**config.mk**
```make
export PLATFORM = sky130hd
export DESIGN_NAME = keypad_calculator
export DESIGN_NICKNAME = d
export VERILOG_FILES = /design/src/logic/calc_pkg.sv /design/src/logic/bin_to_bcd.sv /design/src/logic/calc_alu.sv /design/src/logic/calc_control.sv /design/src/logic/keypad_calculator.sv /design/src/logic/ps2_receiver.sv /design/src/logic/scan_decoder.sv /design/src/logic/seg_mux.sv
export VERILOG_INCLUDE_DIRS = /design/src /design/src/logic
export SDC_FILE = /design/constraint.sdc
export NUM_CORES = 1
export LEC_CHECK = 0
export BUFFER_PORTS_ARGS = -buffer_cell sky130_fd_sc_hd__buf_2
export CELL_PAD_IN_SITES_DETAIL_PLACEMENT = 0
export CELL_PAD_IN_SITES_GLOBAL_PLACEMENT = 1
export CORE_ASPECT_RATIO = 1.1
export CORE_MARGIN = 3
export CORE_UTILIZATION = 50
export CTS_BUF_LIST = sky130_fd_sc_hd__clkbuf_16
export DETAILED_ROUTE_END_ITERATION = 8
export PLACE_DENSITY = 0.83
export SETUP_SLACK_MARGIN = 0.5
export SLEW_MARGIN = 0
export SYNTH_ARGS = -nofsm -noshare
export SYNTH_HDL_FRONTEND = slang
export SYNTH_SLANG_ARGS = --single-unit
```
**constraint.sdc**
```tcl
create_clock -name clk -period 11 [get_ports clk]
set_input_delay 0.55 -clock clk [delete_from_list [all_inputs] [get_ports clk]]
set_output_delay 0.55 -clock clk [all_outputs]
set_load 0.01 [all_outputs]
```
**src/logic/calc_settings.svh**
```systemverilog
`ifndef CALC_SETTINGS_SVH
`define CALC_SETTINGS_SVH

`define CALC_MAG_W            10      // magnitude width, holds up to 1023
`define CALC_MAX_MAG          999     // saturation limit
`define CALC_DIGITS           3       // decimal digits shown
`define CALC_DEBOUNCE_CYCLES  15      // stable cycles before a line change counts
`define CALC_PS2_BITS         11      // start, 8 data, parity, stop

`define CALC_CODE_BREAK   8'hF0
`define CALC_CODE_EXTEND  8'hE0
`define CALC_CODE_ADD     8'h1C       // A
`define CALC_CODE_SUB     8'h1B       // S
`define CALC_CODE_MUL     8'h22       // X
`define CALC_CODE_CLEAR   8'h21       // C
`define CALC_CODE_ENTER   8'h5A

// digit codes 0 to 9, leftmost byte is digit 0
`define CALC_ROW_CODES    80'h45_16_1E_26_25_2E_36_3D_3E_46
`define CALC_PAD_CODES    80'h70_69_72_7A_6B_73_74_6C_75_7D
`define CALC_ROW_CODE(i)  8'(`CALC_ROW_CODES >> (8 * (9 - (i))))
`define CALC_PAD_CODE(i)  8'(`CALC_PAD_CODES >> (8 * (9 - (i))))

`endif

```
**src/logic/calc_pkg.sv**
```systemverilog
`include "calc_settings.svh"

package calc_pkg;

  // key classes delivered by the scan decoder
  typedef enum logic [2:0] {
    key_digit,
    key_add,
    key_sub,
    key_mul,
    key_clear,
    key_enter
  } key_kind_t;

  typedef enum logic [1:0] {
    op_none,
    op_add,
    op_sub,
    op_mul
  } calc_op_t;

  typedef logic [`CALC_MAG_W-1:0] mag_t;          // unsigned magnitude
  typedef logic [4*`CALC_DIGITS-1:0] bcd_t;       // hundreds, tens, ones

endpackage

```
**src/logic/bin_to_bcd.sv**
```systemverilog
`timescale 1ns/1ps
`include "calc_settings.svh"

module bin_to_bcd (
  input  logic           clk,
  input  logic           rst,
  input  logic           conv_start,
  input  calc_pkg::mag_t conv_value,
  output logic           conv_busy,
  output calc_pkg::bcd_t bcd
);

  localparam int cnt_w = $clog2(`CALC_MAG_W);

  calc_pkg::mag_t   bin;                  // bits still to shift in, msb first
  calc_pkg::bcd_t   work;
  calc_pkg::bcd_t   adj;
  calc_pkg::bcd_t   work_next;
  logic [cnt_w-1:0] cnt;

  // add 3 to every nibble of 5 or more, then shift one bit in
  always_comb begin
    for (int i = 0; i < `CALC_DIGITS; i++) begin
      adj[4*i +: 4] = (work[4*i +: 4] >= 4'd5) ? work[4*i +: 4] + 4'd3 : work[4*i +: 4];
    end
    work_next = {adj[4*`CALC_DIGITS-2:0], bin[`CALC_MAG_W-1]};
  end

  always_ff @(posedge clk) begin
    if (conv_start) begin
      bin  <= conv_value;
      work <= '0;
    end else if (conv_busy) begin
      bin  <= bin << 1;
      work <= work_next;
    end
  end

  always_ff @(posedge clk or posedge rst) begin
    if (rst) begin
      conv_busy <= 1'b0;
      cnt       <= '0;
      bcd       <= '0;
    end else if (conv_start) begin
      conv_busy <= 1'b1;
      cnt       <= '0;
    end else if (conv_busy) begin
      if (cnt == cnt_w'(`CALC_MAG_W - 1)) begin
        conv_busy <= 1'b0;
        bcd       <= work_next;           // last shift lands on the output
      end else begin
        cnt <= cnt + 1'b1;
      end
    end
  end

endmodule

```
**src/logic/calc_alu.sv**
```systemverilog
`timescale 1ns/1ps
`include "calc_settings.svh"

module calc_alu (
  input  calc_pkg::mag_t     acc,
  input  logic               acc_neg,
  input  calc_pkg::mag_t     operand,
  input  calc_pkg::calc_op_t op,
  output calc_pkg::mag_t     res_mag,
  output logic               res_neg
);

  localparam int ww = 2 * `CALC_MAG_W;    // wide enough for 999*999

  logic [ww-1:0] a_w;
  logic [ww-1:0] b_w;
  logic [ww-1:0] raw_mag;
  logic          b_neg;                   // operand sign after the operator
  logic          raw_neg;

  always_comb begin
    a_w     = ww'(acc);
    b_w     = ww'(operand);
    b_neg   = (op == calc_pkg::op_sub);
    raw_mag = a_w;
    raw_neg = acc_neg;
    case (op)
      calc_pkg::op_add, calc_pkg::op_sub: begin
        if (acc_neg == b_neg) begin
          raw_mag = a_w + b_w;            // same signs, magnitudes add
        end else if (a_w >= b_w) begin
          raw_mag = a_w - b_w;
        end else begin
          raw_mag = b_w - a_w;
          raw_neg = b_neg;
        end
      end
      calc_pkg::op_mul: raw_mag = a_w * b_w;
      default: ;
    endcase
  end

  assign res_mag = (raw_mag > ww'(`CALC_MAX_MAG)) ? calc_pkg::mag_t'(`CALC_MAX_MAG)
                                                  : calc_pkg::mag_t'(raw_mag);
  assign res_neg = raw_neg & (raw_mag != '0);   // zero is always positive

endmodule

```
**src/logic/calc_control.sv**
```systemverilog
`timescale 1ns/1ps
`include "calc_settings.svh"

module calc_control (
  input  logic                clk,
  input  logic                rst,
  input  logic                key_valid,
  input  calc_pkg::key_kind_t key_kind,
  input  logic [3:0]          key_digit,
  input  calc_pkg::mag_t      res_mag,
  input  logic                res_neg,
  input  logic                conv_busy,
  output calc_pkg::mag_t      acc,
  output logic                acc_neg,
  output calc_pkg::mag_t      operand,
  output calc_pkg::calc_op_t  op,
  output logic                conv_start,
  output calc_pkg::mag_t      conv_value,
  output logic                show_minus
);

  logic [13:0]        entry_ext;          // operand*10 + digit, no overflow
  logic               entry_ok;
  logic               fresh;              // result on display, no digit since Enter
  calc_pkg::calc_op_t op_key;

  assign entry_ext = 14'(operand) * 14'd10 + 14'(key_digit);
  assign entry_ok  = entry_ext <= 14'(`CALC_MAX_MAG);

  always_comb begin
    case (key_kind)
      calc_pkg::key_add: op_key = calc_pkg::op_add;
      calc_pkg::key_sub: op_key = calc_pkg::op_sub;
      calc_pkg::key_mul: op_key = calc_pkg::op_mul;
      default:           op_key = calc_pkg::op_none;
    endcase
  end

  ////////////////////
  // key handling
  always_ff @(posedge clk or posedge rst) begin
    if (rst) begin
      acc        <= '0;
      acc_neg    <= 1'b0;
      operand    <= '0;
      op         <= calc_pkg::op_none;
      fresh      <= 1'b0;
      conv_start <= 1'b0;
      conv_value <= '0;
      show_minus <= 1'b0;
    end else begin
      conv_start <= 1'b0;
      if (key_valid && !conv_busy) begin
        case (key_kind)
          calc_pkg::key_digit: begin
            if (entry_ok) begin           // a fourth digit is dropped
              operand    <= calc_pkg::mag_t'(entry_ext);
              fresh      <= 1'b0;
              conv_start <= 1'b1;
              conv_value <= calc_pkg::mag_t'(entry_ext);
              show_minus <= 1'b0;
            end
          end
          calc_pkg::key_add, calc_pkg::key_sub, calc_pkg::key_mul: begin
            if (!fresh) begin             // otherwise chain on the last result
              acc     <= operand;
              acc_neg <= 1'b0;
            end
            op      <= op_key;
            operand <= '0;
          end
          calc_pkg::key_clear: begin
            acc        <= '0;
            acc_neg    <= 1'b0;
            operand    <= '0;
            op         <= calc_pkg::op_none;
            fresh      <= 1'b0;
            conv_start <= 1'b1;
            conv_value <= '0;
            show_minus <= 1'b0;
          end
          calc_pkg::key_enter: begin
            if (op != calc_pkg::op_none) begin
              acc        <= res_mag;
              acc_neg    <= res_neg;
              operand    <= '0;           // next digit starts a new operand
              op         <= calc_pkg::op_none;
              fresh      <= 1'b1;
              conv_start <= 1'b1;
              conv_value <= res_mag;
              show_minus <= res_neg;
            end
          end
          default: ;
        endcase
      end
    end
  end

endmodule

```
**src/logic/keypad_calculator.sv**
```systemverilog
`timescale 1ns/1ps

module keypad_calculator #(
  parameter int scan_bits = 16
) (
  input  logic       clk,
  input  logic       rst,
  input  logic       ps2_clk,
  input  logic       ps2_data,
  output logic [3:0] digit,
  output logic [6:0] segments
);

  logic [7:0]          rx_byte;
  logic                rx_valid;
  logic                key_valid;
  calc_pkg::key_kind_t key_kind;
  logic [3:0]          key_digit;
  calc_pkg::mag_t      acc;
  logic                acc_neg;
  calc_pkg::mag_t      operand;
  calc_pkg::calc_op_t  op;
  calc_pkg::mag_t      res_mag;
  logic                res_neg;
  logic                conv_start;
  calc_pkg::mag_t      conv_value;
  logic                conv_busy;
  calc_pkg::bcd_t      bcd;
  logic                show_minus;

  ////////////////////
  // keyboard front end
  ps2_receiver u_rx (
    .clk(clk), .rst(rst), .ps2_clk(ps2_clk), .ps2_data(ps2_data),
    .rx_byte(rx_byte), .rx_valid(rx_valid)
  );

  scan_decoder u_dec (
    .clk(clk), .rst(rst), .rx_byte(rx_byte), .rx_valid(rx_valid),
    .key_valid(key_valid), .key_kind(key_kind), .key_digit(key_digit)
  );

  ////////////////////
  // calculator core
  calc_control u_ctrl (
    .clk(clk), .rst(rst), .key_valid(key_valid), .key_kind(key_kind),
    .key_digit(key_digit), .res_mag(res_mag), .res_neg(res_neg),
    .conv_busy(conv_busy), .acc(acc), .acc_neg(acc_neg), .operand(operand),
    .op(op), .conv_start(conv_start), .conv_value(conv_value),
    .show_minus(show_minus)
  );

  calc_alu u_alu (
    .acc(acc), .acc_neg(acc_neg), .operand(operand), .op(op),
    .res_mag(res_mag), .res_neg(res_neg)
  );

  bin_to_bcd u_bcd (
    .clk(clk), .rst(rst), .conv_start(conv_start), .conv_value(conv_value),
    .conv_busy(conv_busy), .bcd(bcd)
  );

  seg_mux #(.scan_bits(scan_bits)) u_seg (
    .clk(clk), .rst(rst), .bcd(bcd), .show_minus(show_minus),
    .digit(digit), .segments(segments)
  );

endmodule

```
**src/logic/ps2_receiver.sv**
```systemverilog
`timescale 1ns/1ps
`include "calc_settings.svh"

module ps2_receiver (
  input  logic       clk,
  input  logic       rst,
  input  logic       ps2_clk,
  input  logic       ps2_data,
  output logic [7:0] rx_byte,
  output logic       rx_valid
);

  localparam int cw = $clog2(`CALC_DEBOUNCE_CYCLES + 1);
  localparam logic [cw-1:0] db_max = cw'(`CALC_DEBOUNCE_CYCLES);

  logic [1:0]    line_in;                   // bit 0 clock, bit 1 data
  logic [1:0]    line_raw;                  // last raw sample
  logic [1:0]    line_s;                    // debounced level
  logic [cw-1:0] db_cnt [2];
  logic          clk_prev;
  logic          clk_fall;
  logic [3:0]    bit_cnt;
  logic [`CALC_PS2_BITS-1:0] frame;
  logic          frame_ok;

  assign line_in  = {ps2_data, ps2_clk};
  assign clk_fall = clk_prev & ~line_s[0];

  ////////////////////
  // line debouncing
  always_ff @(posedge clk or posedge rst) begin
    if (rst) begin
      line_raw <= 2'b11;                    // idle bus is high
      line_s   <= 2'b11;
      db_cnt   <= '{default: '0};
      clk_prev <= 1'b1;
    end else begin
      clk_prev <= line_s[0];
      for (int i = 0; i < 2; i++) begin
        if (line_in[i] != line_raw[i]) begin
          line_raw[i] <= line_in[i];
          db_cnt[i]   <= '0;                // restart on any change
        end else if (db_cnt[i] == db_max) begin
          line_s[i] <= line_raw[i];
        end else begin
          db_cnt[i] <= db_cnt[i] + 1'b1;
        end
      end
    end
  end

  ////////////////////
  // frame assembly, lsb first
  always_ff @(posedge clk) begin
    if (clk_fall) begin
      frame <= {line_s[1], frame[`CALC_PS2_BITS-1:1]};
    end
  end

  // start low, stop high, odd parity over data and parity bit
  assign frame_ok = ~frame[0] & frame[`CALC_PS2_BITS-1] & (^frame[9:1]);

  always_ff @(posedge clk or posedge rst) begin
    if (rst) begin
      bit_cnt  <= '0;
      rx_valid <= 1'b0;
    end else begin
      rx_valid <= 1'b0;
      if (clk_fall) begin
        bit_cnt <= bit_cnt + 1'b1;
      end else if (bit_cnt == 4'(`CALC_PS2_BITS)) begin
        bit_cnt  <= '0;
        rx_valid <= frame_ok;               // bad frames vanish here
      end
    end
  end

  always_ff @(posedge clk) begin
    if (bit_cnt == 4'(`CALC_PS2_BITS) && !clk_fall && frame_ok) begin
      rx_byte <= frame[8:1];
    end
  end

endmodule

```
**src/logic/scan_decoder.sv**
```systemverilog
`timescale 1ns/1ps
`include "calc_settings.svh"

module scan_decoder (
  input  logic                 clk,
  input  logic                 rst,
  input  logic [7:0]           rx_byte,
  input  logic                 rx_valid,
  output logic                 key_valid,
  output calc_pkg::key_kind_t  key_kind,
  output logic [3:0]           key_digit
);

  logic                brk;               // F0 seen
  logic                ext;               // E0 seen
  logic                known;
  logic                is_prefix;
  calc_pkg::key_kind_t kind_c;
  logic [3:0]          digit_c;

  assign is_prefix = (rx_byte == `CALC_CODE_BREAK) || (rx_byte == `CALC_CODE_EXTEND);

  always_comb begin
    known   = 1'b1;
    kind_c  = calc_pkg::key_digit;
    digit_c = 4'd0;
    case (rx_byte)
      `CALC_CODE_ADD:   kind_c = calc_pkg::key_add;
      `CALC_CODE_SUB:   kind_c = calc_pkg::key_sub;
      `CALC_CODE_MUL:   kind_c = calc_pkg::key_mul;
      `CALC_CODE_CLEAR: kind_c = calc_pkg::key_clear;
      `CALC_CODE_ENTER: kind_c = calc_pkg::key_enter;
      default: begin
        known = 1'b0;
        for (int i = 0; i < 10; i++) begin
          if (rx_byte == `CALC_ROW_CODE(i) || rx_byte == `CALC_PAD_CODE(i)) begin
            known   = 1'b1;             // main row or numpad
            digit_c = 4'(i);
          end
        end
      end
    endcase
  end

  always_ff @(posedge clk or posedge rst) begin
    if (rst) begin
      brk       <= 1'b0;
      ext       <= 1'b0;
      key_valid <= 1'b0;
    end else begin
      key_valid <= 1'b0;
      if (rx_valid) begin
        if (rx_byte == `CALC_CODE_BREAK) begin
          brk <= 1'b1;
        end else if (rx_byte == `CALC_CODE_EXTEND) begin
          ext <= 1'b1;
        end else begin
          brk       <= 1'b0;            // prefixes last one byte
          ext       <= 1'b0;
          key_valid <= known & ~brk & ~ext;
        end
      end
    end
  end

  always_ff @(posedge clk) begin
    if (rx_valid && !is_prefix) begin
      key_kind  <= kind_c;
      key_digit <= digit_c;
    end
  end

endmodule

```
**src/logic/seg_mux.sv**
```systemverilog
`timescale 1ns/1ps

module seg_mux #(
  parameter int scan_bits = 16            // 2**scan_bits cycles per digit
) (
  input  logic           clk,
  input  logic           rst,
  input  calc_pkg::bcd_t bcd,
  input  logic           show_minus,
  output logic [3:0]     digit,
  output logic [6:0]     segments
);

  logic [scan_bits+1:0] scan_cnt;
  logic                 active;           // low until the first slot has passed
  logic [1:0]           sel;
  logic [3:0]           nib;
  logic                 blank;
  logic                 minus;

  assign sel = scan_cnt[scan_bits+1:scan_bits];

  always_ff @(posedge clk or posedge rst) begin
    if (rst) begin
      scan_cnt <= '0;
      active   <= 1'b0;
    end else begin
      scan_cnt <= scan_cnt + 1'b1;
      if (&scan_cnt[scan_bits-1:0]) active <= 1'b1;
    end
  end

  ////////////////////
  // digit selection and blanking
  always_comb begin
    nib   = bcd[3:0];                     // ones, always shown
    blank = 1'b0;
    minus = 1'b0;
    case (sel)
      2'd1: begin
        nib   = bcd[7:4];
        blank = (bcd[11:4] == '0);
      end
      2'd2: begin
        nib   = bcd[11:8];
        blank = (bcd[11:8] == '0);
      end
      2'd3: begin
        minus = show_minus;
        blank = ~show_minus;
      end
      default: ;
    endcase
  end

  assign digit = active ? ~(4'b0001 << sel) : 4'b1111;

  always_comb begin
    if (!active || blank) begin
      segments = 7'b1111111;
    end else if (minus) begin
      segments = 7'b0111111;              // segment g only
    end else begin
      case (nib)
        4'd0:    segments = 7'b1000000;
        4'd1:    segments = 7'b1111001;
        4'd2:    segments = 7'b0100100;
        4'd3:    segments = 7'b0110000;
        4'd4:    segments = 7'b0011001;
        4'd5:    segments = 7'b0010010;
        4'd6:    segments = 7'b0000010;
        4'd7:    segments = 7'b1111000;
        4'd8:    segments = 7'b0000000;
        4'd9:    segments = 7'b0010000;
        default: segments = 7'b1111111;
      endcase
    end
  end

endmodule

```
; ---- Word level (Yosys, flattened, before mapping)
; Memories as Yosys holds them, arrays and structs flattened.
; Index checks and enable logic that the tools add are counted.
[word_totals]
n_memories = 1
register_bits = 141
rom_bits = 112
[classes]
add_sub_neg = 12
multipliers = 2
n_lt_le_gt_ge = 6
n_eq_ne = 52
reduce_logical = 47
bitwise_logic = 16
n_shift = 1
mux = 80
[mem_list]
columns = name, words, word_bits, rd, rd_ports_with_merged_regs, wr, line
row1 = (name not given), 16, 7, 1, 0, 0, seg_mux.sv:64  ; case (nib)
[ops]
columns = operator, n
row1 = == test 8 x 7 -> 1 bit (second input constant), 13
row2 = case mux 10 bit (3 select lines), 3
row3 = two-way mux 10 bit, 7
row4 = == test 8 x 6 -> 1 bit (second input constant), 8
row5 = two-way mux 4 bit, 14
row6 = two-way mux 20 bit, 2
row7 = case mux 20 bit (2 select lines), 1
row8 = two-way mux 1 bit, 34
row9 = == test 8 x 5 -> 1 bit (second input constant), 4
row10 = subtractor 10 x 10 -> 11 bit, 2
row11 = greater-than comparator 20 x 10 -> 1 bit (second input constant), 1
row12 = multiplier 10 x 10 -> 20 bit, 1
row13 = nonzero test 20 bit, 1
row14 = adder 18 x 1 -> 18 bit (second input constant), 1
row15 = adder 4 x 1 -> 4 bit (second input constant), 4
row16 = == test 4 bit (second input constant), 4
row17 = == test 8 bit (second input constant), 2
row18 = AND reduction 16 bit, 1
row19 = two-way mux 3 bit, 5
row20 = case mux 1 bit (3 select lines), 5
row21 = case mux 3 bit (5 select lines), 1
row22 = adder 14 x 4 -> 14 bit, 1
row23 = less-or-equal comparator 14 x 10 -> 1 bit (second input constant), 1
row24 = two-way mux 7 bit, 2
row25 = other kinds (39), 98

; ---- Logic depth before layout (Yosys ltp)
[logic_depth]
depth_word = 18
depth_mapped = 22
ltp_nobuf = 22

; ---- Hierarchy
; From an unflattened synthesis, not the netlist that was laid out.
[unflattened]
cells_unflattened = 1464
hier_area_um2 = 13088.8
[by_module_without_submodules]
columns = mod, area_per_inst_um2, cells_per_inst, instances
row1 = calc_alu, 5057.4, 655, 1
row2 = calc_control, 2660.1, 300, 1
row3 = bin_to_bcd, 1875.5, 180, 1
row4 = ps2_receiver, 1482.7, 105, 1
row5 = seg_mux, 1173.6, 126, 1
row6 = scan_decoder, 839.6, 98, 1

; ---- Worst setup path after synthesis
; OpenSTA, ideal clock, no wires.
[synth_timing]
kind = register to register
from = register u_ctrl.operand[1]
to = register u_ctrl.conv_value[1]
t_required_ns = 10.879
arrival_ns = 5.586
period_less_slack_ns = 5.707
path_buffers = 1
setup_slack_ns = 5.293
stages_incl_launch_ff = 22
setup_time_ns = 0.121
cell_sequence = dfrtp_1 -> clkbuf_1 -> inv_1 -> nor2_1 -> fa_1 -> fa_1 -> fa_1 -> inv_1 -> fa_1 -> inv_1 -> fa_1 -> ha_1 -> o21a_1 -> o211ai_1 -> a21oi_1 -> o21ai_0 -> mux2i_1 -> a211oi_1 -> nand4_1 -> o2bb2ai_1 -> o31a_1 -> o22a_1
[synth_via]
elab_chain_len = 8
elab_cells_between_ends = 17
classes_between = 4 x add/sub / 2 x mul / 3 x order compare / 1 x eq/ne / 6 x mux / 1 x reduce/logical
[synth_lines]
columns = item, line
row1 = start: declaration, calc_control.sv:15  ; output calc_pkg::mag_t operand,
row2 = start signal: assignment, calc_control.sv:57  ; operand <= calc_pkg::mag_t'(entry_ext);
row3 = branches (longest 8 deep; another with adder 14 x 4 -> 14 bit), n/a
row4 = end signal: assignment, calc_control.sv:60  ; conv_value <= calc_pkg::mag_t'(entry_ext);
row5 = end signal: assignment, calc_control.sv:90  ; conv_value <= res_mag;
row6 = end: declaration, calc_control.sv:18  ; output calc_pkg::mag_t conv_value,
; Several ways; the timed one is not identified. The select of a mux whose other input is x is not followed.
; A chain may end at the register's enable or synchronous reset.

; ---- Worst setup path after layout
[layout_timing]
from = register u_ctrl.operand[3]
to = register u_ctrl.conv_value[0]
; Same word-level chain as after synthesis.

==> flow_metrics.tcl <==
set metrics [dict create \
    outcome "finished, final reports clean" \
    rsz0062_at_grt "false" \
    synth_enable_flop_cells 36 \
    gp_congestion 0.9602 \
    firstDrtPassIters 5 \
    insertion_delay_ns 0.41 \
    grt_start_max_net_pins 48 \
    core-area_um2 24700 \
    fin_ws_ns 4.443 \
    worst_setup_path_start_kind "register" \
    hold_violations 0 \
    drtIter0Drc 760 \
    seq_area_frac_synth 0.2892 \
    p_int_mw 0.8408 \
    synth-compound-area-share 0.1649 \
    yosys-top-cells-area "dfrtp_1, ha_1, fa_1" \
    port_buffers 14 \
    slew_headroom 0.2333 \
    r2r_slack_ns 4.44 \
    cp-startpoint "u_ctrl.operand[3]" \
    diodes 0 \
    synth_area_per_cell_um2 8.918 \
    nets 1613 \
    end_kind "register" \
    synth-adder-area-share 0.2339 \
    path_class "register to register" \
    viasPerCell 5.865 \
    max_cap_viol_count 0 \
    dr_total_vias 10180 \
    syn_inst 1417 \
    ctsHoldBuffers 0 \
    clkSlewWorstSetupHoldPaths_ns 0.07 \
    synthFlopType "dfrtp_1" \
    cp.required_ns 11.28 \
    die_w_um 157.6 \
    p_leak_nw 6.070 \
    power.switching_mw 0.2574 \
    vdd_drop_max_v 0.0001245 \
    hp-class "input port to async pin" \
    switching_share 0.2343 \
    post-cts-setup-buffers 0 \
    r2r_end "u_ctrl.conv_value[0]" \
    max_freq_mhz 152.5 \
    grt_pass1_vias 10050 \
    crit_arrival_ns 6.84 \
    clock_power_share 0.490 \
    ctsLongestPathBuffers 2 \
    cts.sinks 141 \
    timing.hold.ws_ns 0.1957 \
    async_reset_ff_frac 0.6596 \
    pwr-share-comb 0.016 \
    synth_mux_area_frac 0.03634 \
    wl_um 31220 \
    yosys_warnings 0 \
    die-area_um2 27220 \
    ant_nets 0 \
    synthToLayoutAreaGrowth_pct 7.069 \
    r2r_cells 21 \
    r2r-start "u_ctrl.operand[3]" \
    wl_per_cell_um 17.99 \
    seqPwrFrac 0.495 \
    synth_xor_area_frac 0.04228 \
    crit_fanout 12 \
    grt_antenna_before_repair 0 \
    cts_max_level 4 \
    synth_top_area_share 0.1743 \
    fin_crit_sh 0.5961 \
    cellPowerDensity_nw_per_um2 81.16 \
    ys_ff_latch 141 \
    hpwl_um 24170 \
    initial_core_util 0.5117 \
    syn_area_um2 12640 \
    drive_gt1_frac 0.06732 \
    grt_util_all_layers 0.2349 \
    drcViolationCount 0 \
    rows 60 \
    numCtsBuffers 17 \
    min_period_ns 6.557 \
    synth_cell_types 87 \
    worst_clock_skew_ns 0.009891 \
    slew_violations 0 \
    syn_nets 1617 \
    ctsResizeCount 0 \
    synth_top_cell_by_area "dfrtp_1" \
    setup_tns_ns 0 \
    clock-root-buffer "clkbuf_16" \
    synth_top_family_by_area "adder cells" \
    tightest_slew_ns 1.138 \
    grt_pass1_wl_um 51790 \
    yosys.area_share.simple 0.1819 \
    pin_count 15 \
    globalRouteOverflowTotal 0 \
    setup_viol 0 \
    die_h_um 172.7 \
    post-place-ws_ns 4.491 \
    cts_tree "built" \
]
[per-layer routing]
| metal | global-route usage | routed length (um) | share of wire |
|---|---|---|---|
| met5 | 0 | 0 | 0 |
| met4 | 0.07631 | 1024 | 0.033 |
| met3 | 0.02954 | 1248 | 0.040 |
| met2 | 0.3978 | 15440 | 0.49 |
| met1 | 0.3123 | 13510 | 0.43 |
[power groups by stage]
stage	Sequential, mW	Combinational (mW)	Clock (mW)
after floorplan	0.552	0.0130	0
after global placement	0.553	0.0172	0
after global routing	0.544	0.0202	0.573
after CTS	0.543	0.0179	0.550
final	0.543	0.0171	0.538
after detailed placement	0.553	0.0179	0
[layout by cell type, fill, tap and decap left out, types with 5 or more instances in the layout]
master       n
nor2_1     178
nand2_1    134
ha_1       129
inv_1      118
dfrtp_1     88
o21ai_0     76
a21oi_1     73
fa_1        67
xnor2_1     41
edfxtp_1    36
nand2b_1    32
mux2i_1     29
nand3_1     28
a31oi_1     25
nor3_1      21
xor2_1      20
o211ai_1    19
a21o_1      18
clkbuf_16   17
a211oi_1    15
mux2_2      15
buf_2       14
dfxtp_1     12
nor3b_1     11
or2_2       10
o31ai_1     10
nor4_1       9
clkinv_1     9
nand3b_1     9
nand4_1      8
nor2b_1      8
and3_1       7
o22ai_1      7
a22oi_1      7
and2_1       6
inv_6        6
buf_4        6
a311oi_1     5
a211o_1      5
dfstp_2      5
[synthesized netlist by cell type, types with 9 or more instances]
master	instances
nor2_1	178
nand2_1	134
ha_1	129
inv_1	118
dfrtp_1	88
o21ai_0	76
a21oi_1	73
fa_1	67
xnor2_1	41
clkbuf_1	36
edfxtp_1	36
nand2b_1	32
mux2i_1	29
nand3_1	28
a31oi_1	25
nor3_1	22
xor2_1	20
o211ai_1	19
a21o_1	18
a211oi_1	15
mux2_2	15
dfxtp_1	12
nor3b_1	12
o31ai_1	10
or2_2	10
clkinv_1	9
nand3b_1	9
nor4_1	9
[critical path, cell delays in order, from the launching register on]
cell	delay [ns]
dfrtp_1	0.61
ha_1	0.33
inv_1	0.11
fa_1	0.54
inv_1	0.05
fa_1	0.45
ha_1	0.32
fa_1	0.53
inv_1	0.05
fa_1	0.53
inv_1	0.04
ha_1	0.34
and3_1	0.18
a221oi_2	0.33
o21ai_0	0.21
a21oi_1	0.28
o211ai_1	0.14
mux2i_1	0.18
nand4_1	0.29
o2bb2ai_1	0.34
o31ai_1	0.43
a31oi_1	0.14
[cells by family (layout without fill, tap and decap cells)]
family | after synthesis | in the layout
AOI/OAI and AO/OA | 317 | 317
xor gates and xnor gates | 61 | 61
DFF | 141 | 141
and+or+nand+nor | 488 | 488
muxes | 44 | 44
adders and majority gates | 196 | 196
buffers and inverters | 170 | 179
[worst max-delay path by stage]
| stage | end | slack [ns] |
|---|---|---|
| after global routing | u_ctrl.acc[0] | 4.14 |
| after CTS | u_ctrl.conv_value[0] | 4.48 |
| after detailed placement | u_ctrl.conv_value[0] | 4.49 |
| after global placement | u_ctrl.conv_value[1] | 4.58 |
| final | u_ctrl.conv_value[0] | 4.44 |
| after floorplan | u_ctrl.conv_value[1] | 5.29 |
[stage by stage]
step / utilization / area, um2 / power [mW] / instances
floorplan: - / 12640 / 0.5653 / 1417
global placement: 0.5254 / 12980 / 0.5701 / 1704
detailed placement: 0.5254 / 12980 / 0.5711 / 1704
CTS: 0.5478 / 13530 / 1.110 / 1736
global route: 0.5478 / 13530 / 1.137 / 1736
finish: 0.5478 / 13530 / 1.098 / 1736
[area by class of cell]
| type | instances | area, um2 |
|---|---|---|
| timing repair buffer | 20 | 115.1 |
| multi-input combinational | 1106 | 8341 |
| inverter | 127 | 479.2 |
| clock buffer | 17 | 425.4 |
| sequential | 141 | 3655 |
| tap | 310 | 387.9 |
| fill | 2260 | 11170 |
| clock inverter | 15 | 127.6 |
[sequential cells by signal (all words and copies together) (netlist names), 10 cells and up]
register	cells
u_seg.scan_cnt	18
u_bcd.bcd	12
u_bcd.work	12
u_rx.frame	11
u_bcd.bin	10
u_ctrl.acc	10
u_ctrl.conv_value	10
u_ctrl.operand	10
Power figures use the tool's default switching activity.
